### src/i2c_pkg.sv
`default_nettype none

package i2c_pkg;

   // ------------------------------------------------------------------------
   // bus constants
   // ------------------------------------------------------------------------
   localparam logic [6:0] TARGET_ADDR = 7'h55;  // seven-bit device address
   localparam int         BYTE_BITS   = 8;      // data bits per byte
   localparam int         ACK_SLOT    = 8;      // ninth slot carries the ack

   // transaction states
   typedef enum logic [2:0] {
      st_idle,
      st_dev_addr,
      st_addr_ack,
      st_index,
      st_write,
      st_read
   } i2c_state_e;

   // one-cycle event pulses plus the synchronized data level
   typedef struct packed {
      logic scl_rise;
      logic scl_fall;
      logic start;
      logic stop;
      logic sda;
   } bus_events_t;

endpackage

`default_nettype wire

### src/regmap_pkg.sv
`default_nettype none

package regmap_pkg;

   localparam int REG_IDX_W = 8;  // index pointer width

   // ------------------------------------------------------------------------
   // register indices
   // ------------------------------------------------------------------------
   localparam logic [REG_IDX_W-1:0] IDX_CFG_LAST   = 8'd13;  // last settings byte
   localparam logic [REG_IDX_W-1:0] IDX_CONTROL_LO = 8'd18;  // write side
   localparam logic [REG_IDX_W-1:0] IDX_CLEAR      = 8'd20;
   localparam logic [REG_IDX_W-1:0] IDX_ADC_LO     = 8'd18;  // read side
   localparam logic [REG_IDX_W-1:0] IDX_STATUS     = 8'd20;
   localparam logic [REG_IDX_W-1:0] IDX_MONITOR    = 8'd21;

   localparam logic [7:0] READ_FILL        = 8'hFE;  // unmapped read value
   localparam int         CTRL_HOLD_CYCLES = 5;      // control word lifetime

   // settings and control seen by the driver board
   typedef struct packed {
      logic [15:0] dds_control;
      logic [15:0] dds_gain;
      logic [15:0] cw_gain;
      logic [15:0] dds_current_limit;
      logic [15:0] cw_current_limit;
      logic [15:0] dds_mon_current_limit;
      logic [15:0] cw_mon_current_limit;
      logic [15:0] control;
      logic        clear;
   } cfg_regs_t;

   // read-only values from the board
   typedef struct packed {
      logic [15:0] adc_data_value;
      logic [7:0]  status;
      logic [7:0]  monitor_status;
   } sense_t;

   // single byte write toward the register file
   typedef struct packed {
      logic                 strobe;
      logic [REG_IDX_W-1:0] index;
      logic [7:0]           data;
   } reg_wr_t;

endpackage

`default_nettype wire

### src/i2c_bus_sampler.sv
`timescale 1ns/1ps
`default_nettype none

module i2c_bus_sampler (
   input  logic                 RST,
   input  logic                 SCL,
   input  logic                 i2c_scl,
   input  logic                 i2c_sda,
   output i2c_pkg::bus_events_t events
);

   logic [1:0] scl_sync;  // two-flop synchronizers
   logic [1:0] sda_sync;
   logic       scl_prev;  // previous synchronized levels
   logic       sda_prev;

   // ------------------------------------------------------------------------
   // synchronize the pins, then register edge and start/stop pulses
   // ------------------------------------------------------------------------
   always_ff @(posedge RST or posedge SCL) begin
      if (SCL) begin
         scl_sync <= 2'b11;  // bus idles high
         sda_sync <= 2'b11;
         scl_prev <= 1'b1;
         sda_prev <= 1'b1;
         events   <= '{scl_rise: 1'b0, scl_fall: 1'b0, start: 1'b0, stop: 1'b0,
                       sda: 1'b1};
      end else begin
         scl_sync <= {scl_sync[0], i2c_scl};
         sda_sync <= {sda_sync[0], i2c_sda};
         scl_prev <= scl_sync[1];
         sda_prev <= sda_sync[1];

         events.scl_rise <= scl_sync[1] & ~scl_prev;
         events.scl_fall <= ~scl_sync[1] & scl_prev;
         // sda moving while scl stays high
         events.start    <= scl_sync[1] & scl_prev & sda_prev & ~sda_sync[1];
         events.stop     <= scl_sync[1] & scl_prev & ~sda_prev & sda_sync[1];
         events.sda      <= sda_sync[1];  // aligned with the pulses
      end
   end

endmodule

`default_nettype wire

### src/i2c_bit_counter.sv
`timescale 1ns/1ps
`default_nettype none

module i2c_bit_counter (
   input  logic                 RST,
   input  logic                 SCL,
   input  i2c_pkg::bus_events_t events,
   output logic                 last_bit,
   output logic                 ack_slot
);

   import i2c_pkg::*;

   logic [3:0] slot_cnt;  // position within the nine-bit slot

   // start parks the count at all ones so the start's own scl fall
   // wraps it to zero, ready for the first data bit
   always_ff @(posedge RST or posedge SCL) begin
      if (SCL) begin
         slot_cnt <= 4'hf;
      end else if (events.start) begin
         slot_cnt <= 4'hf;
      end else if (events.scl_fall) begin
         if (ack_slot)
            slot_cnt <= '0;  // byte slot finished
         else
            slot_cnt <= slot_cnt + 4'd1;
      end
   end

   assign last_bit = (slot_cnt == 4'(BYTE_BITS - 1));
   assign ack_slot = (slot_cnt == 4'(ACK_SLOT));

endmodule

`default_nettype wire

### src/i2c_byte_shifter.sv
`timescale 1ns/1ps
`default_nettype none

module i2c_byte_shifter (
   input  logic                 RST,
   input  logic                 SCL,
   input  i2c_pkg::bus_events_t events,
   input  logic                 ack_slot,
   input  logic                 tx_load,
   input  logic [7:0]           tx_byte,
   output logic [7:0]           rx_byte,
   output logic                 tx_bit
);

   logic [7:0] tx_q;  // msb is on the wire

   // ------------------------------------------------------------------------
   // receive, msb first, sampled on the rising clock edge
   // ------------------------------------------------------------------------
   always_ff @(posedge RST or posedge SCL) begin
      if (SCL)
         rx_byte <= '0;
      else if (events.stop)
         rx_byte <= '0;
      else if (events.scl_rise && !ack_slot)
         rx_byte <= {rx_byte[6:0], events.sda};
   end

   // ------------------------------------------------------------------------
   // transmit, next bit moves up on each falling edge
   // ------------------------------------------------------------------------
   always_ff @(posedge RST or posedge SCL) begin
      if (SCL)
         tx_q <= 8'hff;
      else if (tx_load)
         tx_q <= tx_byte;
      else if (events.scl_fall && !ack_slot)
         tx_q <= {tx_q[6:0], 1'b1};  // ones shift in, line released
   end

   assign tx_bit = tx_q[7];

endmodule

`default_nettype wire

### src/i2c_target_fsm.sv
`timescale 1ns/1ps
`default_nettype none

module i2c_target_fsm (
   input  logic                 RST,
   input  logic                 SCL,
   input  i2c_pkg::bus_events_t events,
   input  logic                 last_bit,
   input  logic                 ack_slot,
   input  logic [7:0]           rx_byte,
   output regmap_pkg::reg_wr_t  wr,
   output logic [7:0]           rd_index,
   output logic                 tx_load,
   input  logic                 tx_bit,
   output logic                 sda_oe,
   output logic                 read_busy
);

   import i2c_pkg::*;
   import regmap_pkg::*;

   i2c_state_e           state;
   logic [REG_IDX_W-1:0] ptr;        // register index pointer
   logic                 rd_mode;    // r/w bit of the address byte
   logic                 ack_drive;  // we acknowledge this slot
   logic                 tx_phase;   // read data on the line
   logic                 byte_done;
   logic                 slot_done;
   logic                 ack_seen;

   assign byte_done = events.scl_fall & last_bit;  // into the ack slot
   assign slot_done = events.scl_fall & ack_slot;  // out of the ack slot
   assign ack_seen  = events.scl_rise & ack_slot;  // master's ack sampled

   always_ff @(posedge RST or posedge SCL) begin
      if (SCL) begin
         state     <= st_idle;
         ptr       <= '0;
         rd_mode   <= 1'b0;
         ack_drive <= 1'b0;
         tx_phase  <= 1'b0;
         tx_load   <= 1'b0;
         read_busy <= 1'b0;
         wr        <= '0;
      end else begin
         tx_load   <= 1'b0;
         wr.strobe <= 1'b0;
         if (events.stop || events.start) begin
            state     <= events.stop ? st_idle : st_dev_addr;
            ack_drive <= 1'b0;
            tx_phase  <= 1'b0;
            read_busy <= 1'b0;
         end else begin
            case (state)
               st_dev_addr: if (byte_done) begin
                  if (rx_byte[7:1] == TARGET_ADDR) begin
                     state     <= st_addr_ack;
                     ack_drive <= 1'b1;
                     rd_mode   <= rx_byte[0];
                     tx_load   <= rx_byte[0];  // first read byte at the pointer
                     read_busy <= rx_byte[0];
                  end else begin
                     state <= st_idle;  // not us, stay off the bus
                  end
               end
               st_addr_ack: if (slot_done) begin
                  ack_drive <= 1'b0;
                  state     <= rd_mode ? st_read : st_index;
                  tx_phase  <= rd_mode;
               end
               st_index: begin
                  if (byte_done) begin
                     ack_drive <= 1'b1;
                     ptr       <= rx_byte;
                  end else if (slot_done) begin
                     ack_drive <= 1'b0;
                     state     <= st_write;
                  end
               end
               st_write: begin
                  if (byte_done) begin
                     ack_drive <= 1'b1;
                  end else if (slot_done) begin
                     ack_drive <= 1'b0;
                     wr.strobe <= 1'b1;
                     wr.index  <= ptr;
                     wr.data   <= rx_byte;
                     ptr       <= ptr + 1'b1;  // auto-increment
                  end
               end
               st_read: begin
                  if (byte_done) begin
                     tx_phase <= 1'b0;  // let the master ack
                  end else if (ack_seen) begin
                     if (events.sda) begin
                        state     <= st_idle;  // nack ends the read
                        read_busy <= 1'b0;
                     end else begin
                        ptr     <= ptr + 1'b1;
                        tx_load <= 1'b1;
                     end
                  end else if (slot_done) begin
                     tx_phase <= 1'b1;
                  end
               end
               default: ;  // idle, waits for a start
            endcase
         end
      end
   end

   assign rd_index = ptr;
   assign sda_oe   = ack_drive | (tx_phase & ~tx_bit);

endmodule

`default_nettype wire

### src/ctrl_regfile.sv
`timescale 1ns/1ps
`default_nettype none

module ctrl_regfile (
   input  logic                  RST,
   input  logic                  SCL,
   input  regmap_pkg::reg_wr_t   wr,
   input  logic [7:0]            rd_index,
   input  regmap_pkg::sense_t    sense,
   output logic [7:0]            rd_data,
   output regmap_pkg::cfg_regs_t cfg
);

   import regmap_pkg::*;

   localparam int HOLD_W = $clog2(CTRL_HOLD_CYCLES + 1);

   logic [IDX_CFG_LAST:0][7:0] set_q;      // settings bytes, low at even index
   logic [15:0]                control_q;
   logic                       clear_q;
   logic [HOLD_W-1:0]          hold_cnt;   // cycles control has been nonzero
   logic                       hold_done;

   assign hold_done = (hold_cnt == HOLD_W'(CTRL_HOLD_CYCLES));

   // ------------------------------------------------------------------------
   // settings bytes 0..13
   // ------------------------------------------------------------------------
   always_ff @(posedge RST or posedge SCL) begin
      if (SCL)
         set_q <= '0;
      else if (wr.strobe && (wr.index <= IDX_CFG_LAST))
         set_q[wr.index[3:0]] <= wr.data;
   end

   // ------------------------------------------------------------------------
   // control word with auto-clear, and the clear level
   // ------------------------------------------------------------------------
   always_ff @(posedge RST or posedge SCL) begin
      if (SCL) begin
         control_q <= '0;
         clear_q   <= 1'b0;
         hold_cnt  <= '0;
      end else begin
         if (control_q == '0) begin
            hold_cnt <= '0;
         end else if (hold_done) begin
            hold_cnt  <= '0;
            control_q <= '0;  // one-shot command expires
         end else begin
            hold_cnt <= hold_cnt + 1'b1;
         end
         // a write in the same cycle wins
         if (wr.strobe) begin
            case (wr.index)
               IDX_CONTROL_LO:        control_q[7:0]  <= wr.data;
               IDX_CONTROL_LO + 8'd1: control_q[15:8] <= wr.data;
               IDX_CLEAR:             clear_q         <= wr.data[0];
               default: ;  // spare or read-only index
            endcase
         end
      end
   end

   // read side
   always_comb begin
      if (rd_index <= IDX_CFG_LAST) begin
         rd_data = set_q[rd_index[3:0]];
      end else begin
         case (rd_index)
            IDX_ADC_LO:        rd_data = sense.adc_data_value[7:0];
            IDX_ADC_LO + 8'd1: rd_data = sense.adc_data_value[15:8];
            IDX_STATUS:        rd_data = sense.status;
            IDX_MONITOR:       rd_data = sense.monitor_status;
            default:           rd_data = READ_FILL;
         endcase
      end
   end

   assign cfg.dds_control           = {set_q[1], set_q[0]};
   assign cfg.dds_gain              = {set_q[3], set_q[2]};
   assign cfg.cw_gain               = {set_q[5], set_q[4]};
   assign cfg.dds_current_limit     = {set_q[7], set_q[6]};
   assign cfg.cw_current_limit      = {set_q[9], set_q[8]};
   assign cfg.dds_mon_current_limit = {set_q[11], set_q[10]};
   assign cfg.cw_mon_current_limit  = {set_q[13], set_q[12]};
   assign cfg.control               = control_q;
   assign cfg.clear                 = clear_q;

endmodule

`default_nettype wire

### src/openwater_i2c.sv
`timescale 1ns/1ps
`default_nettype none

module openwater_i2c (
   input  logic                  RST,
   input  logic                  SCL,
   input  logic                  i2c_scl,
   input  logic                  i2c_sda,
   output logic                  i2c_sda_oe,
   output logic                  i2c_read_busy,
   input  regmap_pkg::sense_t    sense,
   output regmap_pkg::cfg_regs_t cfg
);

   import i2c_pkg::*;
   import regmap_pkg::*;

   bus_events_t          events;
   logic                 last_bit;
   logic                 ack_slot;
   logic                 tx_load;
   logic                 tx_bit;
   logic [7:0]           rx_byte;
   logic [7:0]           rd_data;
   logic [REG_IDX_W-1:0] rd_index;
   reg_wr_t              wr;

   // ------------------------------------------------------------------------
   // bus side
   // ------------------------------------------------------------------------
   i2c_bus_sampler sampler_inst (
      .RST     (RST),
      .SCL     (SCL),
      .i2c_scl (i2c_scl),
      .i2c_sda (i2c_sda),
      .events  (events)
   );

   i2c_bit_counter counter_inst (
      .RST      (RST),
      .SCL      (SCL),
      .events   (events),
      .last_bit (last_bit),
      .ack_slot (ack_slot)
   );

   i2c_byte_shifter shifter_inst (
      .RST      (RST),
      .SCL      (SCL),
      .events   (events),
      .ack_slot (ack_slot),
      .tx_load  (tx_load),
      .tx_byte  (rd_data),
      .rx_byte  (rx_byte),
      .tx_bit   (tx_bit)
   );

   i2c_target_fsm fsm_inst (
      .RST       (RST),
      .SCL       (SCL),
      .events    (events),
      .last_bit  (last_bit),
      .ack_slot  (ack_slot),
      .rx_byte   (rx_byte),
      .wr        (wr),
      .rd_index  (rd_index),
      .tx_load   (tx_load),
      .tx_bit    (tx_bit),
      .sda_oe    (i2c_sda_oe),
      .read_busy (i2c_read_busy)
   );

   // register map
   ctrl_regfile regfile_inst (
      .RST      (RST),
      .SCL      (SCL),
      .wr       (wr),
      .rd_index (rd_index),
      .sense    (sense),
      .rd_data  (rd_data),
      .cfg      (cfg)
   );

endmodule

`default_nettype wire

### config.mk
export PLATFORM = sky130hd
export DESIGN_NAME = openwater_i2c
export DESIGN_NICKNAME = d
export VERILOG_FILES = /design/src/i2c_pkg.sv /design/src/regmap_pkg.sv /design/src/i2c_bus_sampler.sv /design/src/i2c_bit_counter.sv /design/src/i2c_byte_shifter.sv /design/src/i2c_target_fsm.sv /design/src/ctrl_regfile.sv /design/src/openwater_i2c.sv
export SDC_FILE = /design/constraint.sdc
export NUM_CORES = 1
export LEC_CHECK = 0
export ABC_AREA = 1
export BUFFER_PORTS_ARGS = -buffer_cell sky130_fd_sc_hd__buf_2
export CAP_MARGIN = 40
export CORE_MARGIN = 2
export CORE_UTILIZATION = 35
export CTS_CLUSTER_SIZE = 14
export DETAILED_ROUTE_END_ITERATION = 16
export HOLD_SLACK_MARGIN = 0.06
export PLACE_DENSITY_LB_ADDON = 0.25
export SETUP_SLACK_MARGIN = 0.02
export SLEW_MARGIN = 5
export SYNTH_ARGS = -nofsm -noshare
export SYNTH_HDL_FRONTEND = slang
export SYNTH_SLANG_ARGS = --single-unit
### constraint.sdc
create_clock -name RST -period 15.85 [get_ports RST]
set_clock_uncertainty 0.2 [all_clocks]
set_input_delay 0.7925 -clock RST [delete_from_list [all_inputs] [get_ports RST]]
set_output_delay 0.7925 -clock RST [all_outputs]
set_load 0.01 [all_outputs]
# Word-level counts from Yosys, hierarchy flattened

Cells that the tools add are included.

Input port bits: 36
Bits in registers: 195

Add/subtract/negate cells: 3
Reduce and logical (&&, ||, !) cells: 24
Magnitude comparators: 5
Mux-type cells: 70
Bitwise gates (word level): 19
Eq/ne operators: 32

Operator list:

| operator                                                                          | count |
|---|---|
| 8-bit 2-to-1 mux                                                                  | 15 |
| 112-bit bitwise mux                                                               | 1 |
| 17-bit 2-to-1 mux                                                                 | 4 |
| 8-bit by 5-bit equality test with 1-bit output (second input constant)            | 7 |
| 16-bit 2-to-1 mux                                                                 | 3 |
| 3-bit 2-to-1 mux                                                                  | 11 |
| 8-bit binary-select mux with 4-bit select                                         | 1 |
| 8-bit demux with 4-bit select                                                     | 1 |
| 8-bit one-hot mux with 4 select lines                                             | 1 |
| 8-bit one-hot mux with 3 select lines                                             | 1 |
| 1-bit 2-to-1 mux                                                                  | 23 |
| 8-bit by 4-bit less-or-equal comparator with 1-bit output (second input constant) | 2 |
| 16-bit logical NOT                                                                | 1 |
| 8-bit AND reduction                                                               | 2 |
| 3-bit by 1-bit inequality test with 1-bit output (second input constant)          | 5 |
| 4-bit 2-to-1 mux                                                                  | 3 |
| 3-bit one-hot mux with 4 select lines                                             | 1 |
| 4-bit AND reduction                                                               | 3 |
| 1-bit bitwise AND                                                                 | 11 |
| 4-bit by 5-bit < comparator with 1-bit output (second input constant)             | 2 |
| 3-bit equality test (second input constant)                                       | 3 |
| 3-bit nonzero test                                                                | 3 |
| 8-bit by 1-bit adder with 8-bit output (second input constant)                    | 1 |
| 7-bit equality test (second input constant)                                       | 1 |
| other kinds (28)                                                                  | 47 |

# Longest topological paths before layout

Gate-level depths: netlist of run 1.

Word-level depth: 7
Depth in mapped cells: 13
Gate-level depth less buffers: 11

# Cells and area by module

Synthesis of run 1 repeated with hierarchy kept, for this count alone.

Cells, all modules: 1,389
Area total of the unflattened synthesis: 10,162.2 sq um

By module, submodules not included:

| module           | instances | area each (sq um) | cells each |
|---|---|---|---|
| ctrl_regfile     | 1         | 6,737.7           | 932 |
| i2c_target_fsm   | 1         | 2,040.7           | 293 |
| i2c_byte_shifter | 1         | 828.3             | 109 |
| i2c_bus_sampler  | 1         | 310.3             | 23 |
| i2c_bit_counter  | 1         | 245.2             | 32 |

# Least setup slack after synthesis of run 1

OpenSTA, ideal clock, no wires.

Path type: register -> register
From: register fsm_inst.ptr[1] (netlist: fsm_inst.rd_index[1])
To: register shifter_inst.tx_q[1]
Path slack: 13.498 ns
Arrival: 2.071 ns
Stages on the path, launching flop included: 12
Setup time: 0.081 ns
Period minus slack after synthesis: 2.352 ns
Cells stage by stage: dfrtp_1 -> buf_2 -> inv_2 -> buf_1 -> ha_1 -> inv_1 -> nor2_1 -> o21ai_0 -> nand2_1 -> nand2_1 -> nand3_1 -> a21oi_1

Longest elaborated chain between the ends: 4
Elaborated cells on any way between the ends: 10
Classes of those cells: order compare (1); eq/ne (4); mux (5)

Ends and longest elaborated chain:

| item                                                                                                        | line                                   | source |
|---|---|---|
| start: declaration                                                                                          | i2c_target_fsm.sv:23                   | `logic [REG_IDX_W-1:0] ptr;` |
| start signal: assignment                                                                                    | i2c_target_fsm.sv:74                   | `ptr <= rx_byte;` |
| start signal: assignment                                                                                    | i2c_target_fsm.sv:88                   | `ptr <= ptr + 1'b1;` |
| start signal: assignment                                                                                    | i2c_target_fsm.sv:99                   | `ptr <= ptr + 1'b1;` |
| 8-bit binary-select mux with 4-bit select or 8-bit by 5-bit equality test with 1-bit output (tied branches) | ctrl_regfile.sv:68, ctrl_regfile.sv:70 |  |
| 8-bit 2-to-1 mux (implied by the code) or 8-bit one-hot mux with 4 select lines (tied branches)             | ctrl_regfile.sv:68, ctrl_regfile.sv:70 |  |
| 8-bit 2-to-1 mux *                                                                                          | ctrl_regfile.sv:67                     | `if (rd_index <= IDX_CFG_LAST) begin` |
| 8-bit 2-to-1 mux *                                                                                          | i2c_byte_shifter.sv:35                 | `else if (tx_load)` |
| end signal: assignment                                                                                      | i2c_byte_shifter.sv:36                 | `tx_q <= tx_byte;` |
| end signal: assignment                                                                                      | i2c_byte_shifter.sv:38                 | `tx_q <= {tx_q[6:0], 1'b1};` |
| end: declaration                                                                                            | i2c_byte_shifter.sv:15                 | `logic [7:0] tx_q;` |

Mark *: on every way between the ends. The rest lies on a longest branch, timed or not. The select of a mux whose other input is x is not followed.
A chain may end at the register's enable or synchronous reset.

# Final worst setup path of run 1

From: register fsm_inst.ptr[1] (netlist: fsm_inst.rd_index[1])
To: register shifter_inst.tx_q[4]

The elaborated chain is that of the path after synthesis.

==> impl_metrics.json, run 1 <==
{
  "setup_tns_ns": 0,
  "slew_headroom": 0.433,
  "synth_cell_types": 39,
  "worstPathMaxFanout": 30,
  "yosys.area.top_type_share": 0.461,
  "power_density_nw_per_um2": 90.8,
  "seq_power_share": 0.506,
  "crit_arrival_ns": 3.04,
  "yosys_warnings": 0,
  "yosysTopAreaCell": "dfrtp_1",
  "crit_family": "simple AND/OR/NAND/NOR gates",
  "num_io_pins": 167,
  "clock_latency_ns": 0.45,
  "grt_use_total": 0.198,
  "diodes": 0,
  "start_util": 0.356,
  "critPathSlowestCell": "inv_2",
  "ys_ff_latch": 195,
  "min_period_ns": 2.87,
  "syn_area_sq_um": 9610,
  "die_w_um": 170,
  "p_int_uw": 782,
  "cp.required_ns": 16.03,
  "avgRoutedWirePerCell_um": 16.7,
  "clk_pin_slew_ns": 0.08,
  "power_frac_clock": 0.445,
  "port_buffers": 166,
  "antenna_found_initial": 0,
  "grt_max_degree": 115,
  "hold_ws_ns": 0.158,
  "max_clock_freq_mhz": 349,
  "cpPeakStageDelay_ns": 0.49,
  "drt_first_pass_iters": 6,
  "area_growth_pct": 18.6,
  "clock-sinks": 195,
  "swShare": 0.245,
  "grt_pass1_wl_um": 44100,
  "path_class": "flop to flop",
  "cts_resized": 0,
  "hold_viol": 0,
  "drtIter0Drc": 750,
  "finalCritPeriodShare": 0.181,
  "slew_viol_final": 0,
  "finalSetupViolCount": 0,
  "syn_avg_cell_area_sq_um": 7.80,
  "tightest_slew_ns": 0.850,
  "routed_wl_um": 28800,
  "yosys-top-cells-area": "dfrtp_1 46%, nand2_1 15%, o21ai_0 8.7%, nand3_1 5.8%, dfstp_2 4.9%",
  "vias_per_cell": 5.01,
  "drive_above_1_share": 0.189,
  "peakVddDrop_mv": 0.0513,
  "clockBufferDepth": 2,
  "die_area_sq_um": 28800,
  "rsz0062_at_grt": "no",
  "numCtsBuffers": 17,
  "pwr-share-comb": 0.049,
  "hpwlAfterDp_um": 20200,
  "cp_num_buf_inv": 2,
  "cts_tree": "done",
  "finalNetCount": 1412,
  "syn_inst": 1232,
  "syn-num-nets": 1275,
  "cp-end-kind": "flop",
  "hold_path.class": "flop to flop",
  "crit_chain": "buf_4 > inv_2 > ha_1 > nor3_1 > nor2_1 > nand2_1 > nor2_1 > nand2_1 > nand3_1 > a21oi_1",
  "grt_pass1_vias": 7845,
  "crit_path_start_kind": "flop",
  "status": "finished, final reports clean",
  "total_leakage_power_uw": 0.00569,
  "ctsHtreeMaxLevel": 4,
  "grt-ovfl-total": 0,
  "num_vias": 8625,
  "maxCapViolCount": 0,
  "ctsRootBufferMaster": "clkbuf_16",
  "die_y_um": 170,
  "rows": 60,
  "core-area_sq_um": 27000,
  "yosysSeqAreaShare": 0.510,
  "gp_congestion": 0.872,
  "route.antenna.remaining_nets": 0,
  "drcViolationCount": 0,
  "switching_power_uw": 254
}
-- cell families (layout without fill, tap and decap cells) --
group,count (synthesis),after routing,share of synthesized area
and+or+nand+nor,593,593,0.262
AOI/OAI and AO/OA,249,249,0.138
DFF,195,195,0.510
buffers and inverters,183,333,0.0764
adders and majority gates,7,7,0.00912
xor gates and xnor gates,5,5,0.00456
-- timing repair --
item	CTS	global route
hold buffers	1	0
hold endpoints to repair	6	0
setup buffers	0	0
-- Yosys cell counts --
cell / n
o21ai_2: 8
nor2_1: 63
nor2_4: 3
or2_2: 7
o31ai_1: 4
nand3_2: 2
o22ai_1: 1
nor3_1: 8
buf_1: 3
ha_1: 7
o221ai_1: 1
o21a_1: 1
o21ai_1: 19
buf_4: 2
nand3_1: 112
nor2_2: 2
or2_4: 1
dfrtp_1: 177
xor2_1: 4
xnor2_1: 1
dfstp_2: 18
nand2_1: 376
nand3b_4: 1
nor3_2: 1
a41oi_1: 1
buf_2: 26
nand2_2: 3
inv_2: 3
nand4_1: 6
buf_6: 1
a31oi_1: 1
o211ai_1: 11
nor3_4: 1
inv_1: 122
nor4_1: 5
o21ai_0: 167
a21oi_1: 35
and2_1: 2
clkbuf_1: 26
-- sequential cells by signal, summed over array words and instances (netlist names) --
| signal | cells |
|---|---|
| shifter_inst.rx_byte | 8 |
| fsm_inst.tx_load | 1 |
| fsm_inst.state | 3 |
| sampler_inst.events | 5 |
| counter_inst.slot_cnt | 4 |
| regfile_inst.clear_q | 1 |
| fsm_inst.read_busy | 1 |
| fsm_inst.ack_drive | 1 |
| regfile_inst.hold_cnt | 3 |
| regfile_inst.control_q | 16 |
| fsm_inst.wr | 17 |
| fsm_inst.tx_phase | 1 |
| regfile_inst.cfg | 112 |
| shifter_inst.tx_q | 8 |
| fsm_inst.rd_mode | 1 |
| sampler_inst.scl_prev | 1 |
| fsm_inst.rd_index | 8 |
| sampler_inst.sda_sync | 2 |
| sampler_inst.scl_sync | 2 |
-- path summary, 6_finish.rpt --
check | endpoint | slack [ns] | cells past startpoint | from
max | shifter_inst.tx_q[4] | 12.98 | 10 | fsm_inst.rd_index[1]
min | sampler_inst.sda_sync[1] | 0.16 | 0 | sampler_inst.sda_sync[0]
max reg2reg | shifter_inst.tx_q[4] | 12.98 | 10 | fsm_inst.rd_index[1]
min reg2reg | sampler_inst.sda_sync[1] | 0.16 | 0 | sampler_inst.sda_sync[0]
max in group asynchronous | counter_inst.slot_cnt[3] | 13.40 | 6 | SCL
min in group asynchronous | sampler_inst.events[1] | 0.61 | 3 | SCL
-- per-layer routing --
layer | track usage | part of all wire
met1 | 0.286 | 0.47
met2 | 0.302 | 0.45
met3 | 0.0387 | 0.058
met4 | 0.0595 | 0.018
met5 | 0 | 0
-- per-stage QoR --
step	instance area, sq um	util	worst slack, ns	total power, uW	std cells
after floorplan	9610	-	9.58	562	1232
after global placement	10600	0.395	12.96	582	1684
after detailed placement	10800	0.399	12.99	584	1690
after CTS	11400	0.423	12.97	1040	1723
after global routing	11400	0.423	12.74	1070	1723
final	11400	0.423	12.98	1040	1723
-- cell type report --
class | instances | area, sq um
clock inverter | 12 | 159
inverter | 125 | 477
multi-input combinational | 854 | 3980
tap | 341 | 427
fill | 2769 | 15600
timing repair buffer | 176 | 987
clock buffer | 20 | 467
sequential | 195 | 4900
-- power groups by stage --
| stage | combinational [uW] | sequential, uW | clock (uW) |
|---|---|---|---|
| 2_1_floorplan | 32.4 | 530 | 0 |
| 3_3_place_gp | 49.5 | 533 | 0 |
| 3_5_place_dp | 51.3 | 533 | 0 |
| 4_1_cts | 51.8 | 524 | 469 |
| 5_1_grt | 58.8 | 525 | 487 |
| 6_report | 50.8 | 523 | 461 |
-- cells in the final DEF, fill, tap and decap left out, drive strengths merged --
| cell | count |
|---|---|
| a21oi | 35 |
| a31oi | 1 |
| a41oi | 1 |
| and2 | 2 |
| buf | 175 |
| bufinv | 2 |
| clkbuf | 20 |
| clkinv | 2 |
| clkinvlp | 1 |
| dfrtp | 177 |
| dfstp | 18 |
| dlygate4sd3 | 1 |
| ha | 7 |
| inv | 132 |
| nand2 | 379 |
| nand3 | 114 |
| nand3b | 1 |
| nand4 | 6 |
| nor2 | 68 |
| nor3 | 10 |
| nor4 | 5 |
| o211ai | 11 |
| o21a | 1 |
| o21ai | 194 |
| o221ai | 1 |
| o22ai | 1 |
| o31ai | 4 |
| or2 | 8 |
| xnor2 | 1 |
| xor2 | 4 |
(Power assumes the default switching activity.)
==> inputs of run 2 (changes only) <==
Clock period 15.85 ns to 2.65 ns, I/O delays scaled along.
==> impl_metrics.json, run 2 (synthesized netlist as in run 1, its figures left out) <==
{
  "largest_reg_flops": 112,
  "cp-endpoint": "shifter_inst.tx_q[3]",
  "fin_cells": 1755,
  "cts_tree": "done",
  "hold_ws_ns": 0.0388,
  "tightest_slew_ns": 0.860,
  "pwr-share-comb": 0.053,
  "peakVddDrop_mv": 0.390,
  "clk_pin_slew_ns": 0.08,
  "grt_max_degree": 50,
  "grt_use_total": 0.207,
  "swShare": 0.260,
  "hpwlAfterDp_um": 20800,
  "grt_pass1_wl_um": 46100,
  "avgRoutedWirePerCell_um": 16.9,
  "setup_tns_ns": 0,
  "crit_path_start_kind": "flop",
  "num_io_pins": 167,
  "antenna_found_initial": 1,
  "finalNetCount": 1444,
  "drive_above_1_share": 0.196,
  "seq_power_share": 0.509,
  "cp.required_ns": 2.81,
  "power_density_nw_per_um2": 528,
  "ctsRootBufferMaster": "clkbuf_16",
  "total_leakage_power_uw": 0.00583,
  "start_util": 0.356,
  "reg2reg_depth": 11,
  "dp.cells": 1706,
  "p_int_uw": 4550,
  "crit_path_start": "fsm_inst.rd_index[6]",
  "hold_viol": 0,
  "clock_latency_ns": 0.45,
  "slew_headroom": 0.426,
  "port_buffers": 166,
  "routed_wl_um": 29600,
  "dpl_worst_slack_ns": 0.366,
  "diodes": 0,
  "cp-end-kind": "flop",
  "switching_power_uw": 1600,
  "die_y_um": 170,
  "finalCritPeriodShare": 0.924,
  "die_w_um": 170,
  "worstPathMaxFanout": 34,
  "status": "finished, final reports clean",
  "min_period_ns": 2.45,
  "num_vias": 8825,
  "area_growth_pct": 21.2,
  "drcViolationCount": 0,
  "power_frac_clock": 0.439,
  "slew_viol_final": 0,
  "r2r-start": "fsm_inst.rd_index[6]",
  "ctsHtreeMaxLevel": 4,
  "route.antenna.remaining_nets": 0,
  "layout_commonest_cell": "nand2_1",
  "vias_per_cell": 5.03,
  "worst_slack_ns": 0.201,
  "finalSetupViolCount": 0,
  "numCtsBuffers": 17,
  "die_area_sq_um": 28800,
  "clockBufferDepth": 2,
  "clock-sinks": 195,
  "rrSetupSlack_ns": 0.20,
  "grt_pass1_vias": 8282,
  "path_class": "flop to flop",
  "maxCapViolCount": 0,
  "rows": 60,
  "drtIter0Drc": 801,
  "core-area_sq_um": 27000,
  "gp_congestion": 0.874,
  "final_cell_mix": "376 x nand2_1, 176 x dfrtp_1, 167 x o21ai_0",
  "drt_first_pass_iters": 5,
  "rsz0062_at_grt": "no",
  "grt-ovfl-total": 0,
  "reg2reg_to": "shifter_inst.tx_q[3]",
  "crit_arrival_ns": 2.61,
  "max_clock_freq_mhz": 408,
  "hold_path.class": "input port to flop",
  "postCtsSetupBuffers": 0
}
## run 2: how the worst min path moves through the flow
stage | from | to | cells after the start
6_report | sense[23] | shifter_inst.tx_q[7] | 7
5_1_grt | SCL | shifter_inst.rx_byte[4] | 4
4_1_cts | sense[26] | shifter_inst.tx_q[2] | 7
3_5_place_dp | SCL | fsm_inst.wr[3] | 3
3_3_place_gp | i2c_scl | sampler_inst.scl_sync[0] | 1
2_1_floorplan | i2c_scl | sampler_inst.scl_sync[0] | 0
## run 2: per-stage QoR
stage | cell area, sq um | power (uW) | utilization
floorplan | 9610 | 3370 | -
global placement | 10800 | 3500 | 0.402
detailed placement | 10900 | 3510 | 0.403
CTS | 11600 | 6200 | 0.432
global route | 11600 | 6390 | 0.432
finish | 11600 | 6150 | 0.432
## run 2: power by group through the flow
| stage | Combinational, uW | Clock (uW) | Sequential [uW] |
|---|---|---|---|
| final | 324 | 2700 | 3130 |
| after global routing | 377 | 2870 | 3140 |
| after CTS | 332 | 2740 | 3130 |
| after detailed placement | 318 | 0 | 3190 |
| after global placement | 316 | 0 | 3190 |
| after floorplan | 194 | 0 | 3170 |
## run 2: metal layers
layer,track usage,wire [um]
met1,0.290,13700
met2,0.337,14000
met3,0.0289,1400
met4,0.0517,500
met5,0,0
## run 2: what timing repair did
item                       CTS  global route
hold buffers                17             0
hold endpoints to repair   198             0
setup endpoints to repair    0             0
gates resized for setup      0             0
## run 2: worst max-delay path, cell delays in order, from the launching register on
cell	delay [ns]
dfrtp_1	0.42
inv_1	0.15
nand2_1	0.08
nor2_2	0.08
buf_4	0.31
nand3_1	0.11
nand2_1	0.08
dlygate4sd3_1	0.55
nor2_1	0.04
nand2_1	0.09
nand3_1	0.08
a21oi_1	0.16
## run 2: cell type report
class	instances	area, sq um
inverter	125	473
timing repair buffer	208	1250
fill	2713	15300
tap	341	427
multi-input combinational	854	3970
clock inverter	15	190
clock buffer	17	425
sequential	195	4900
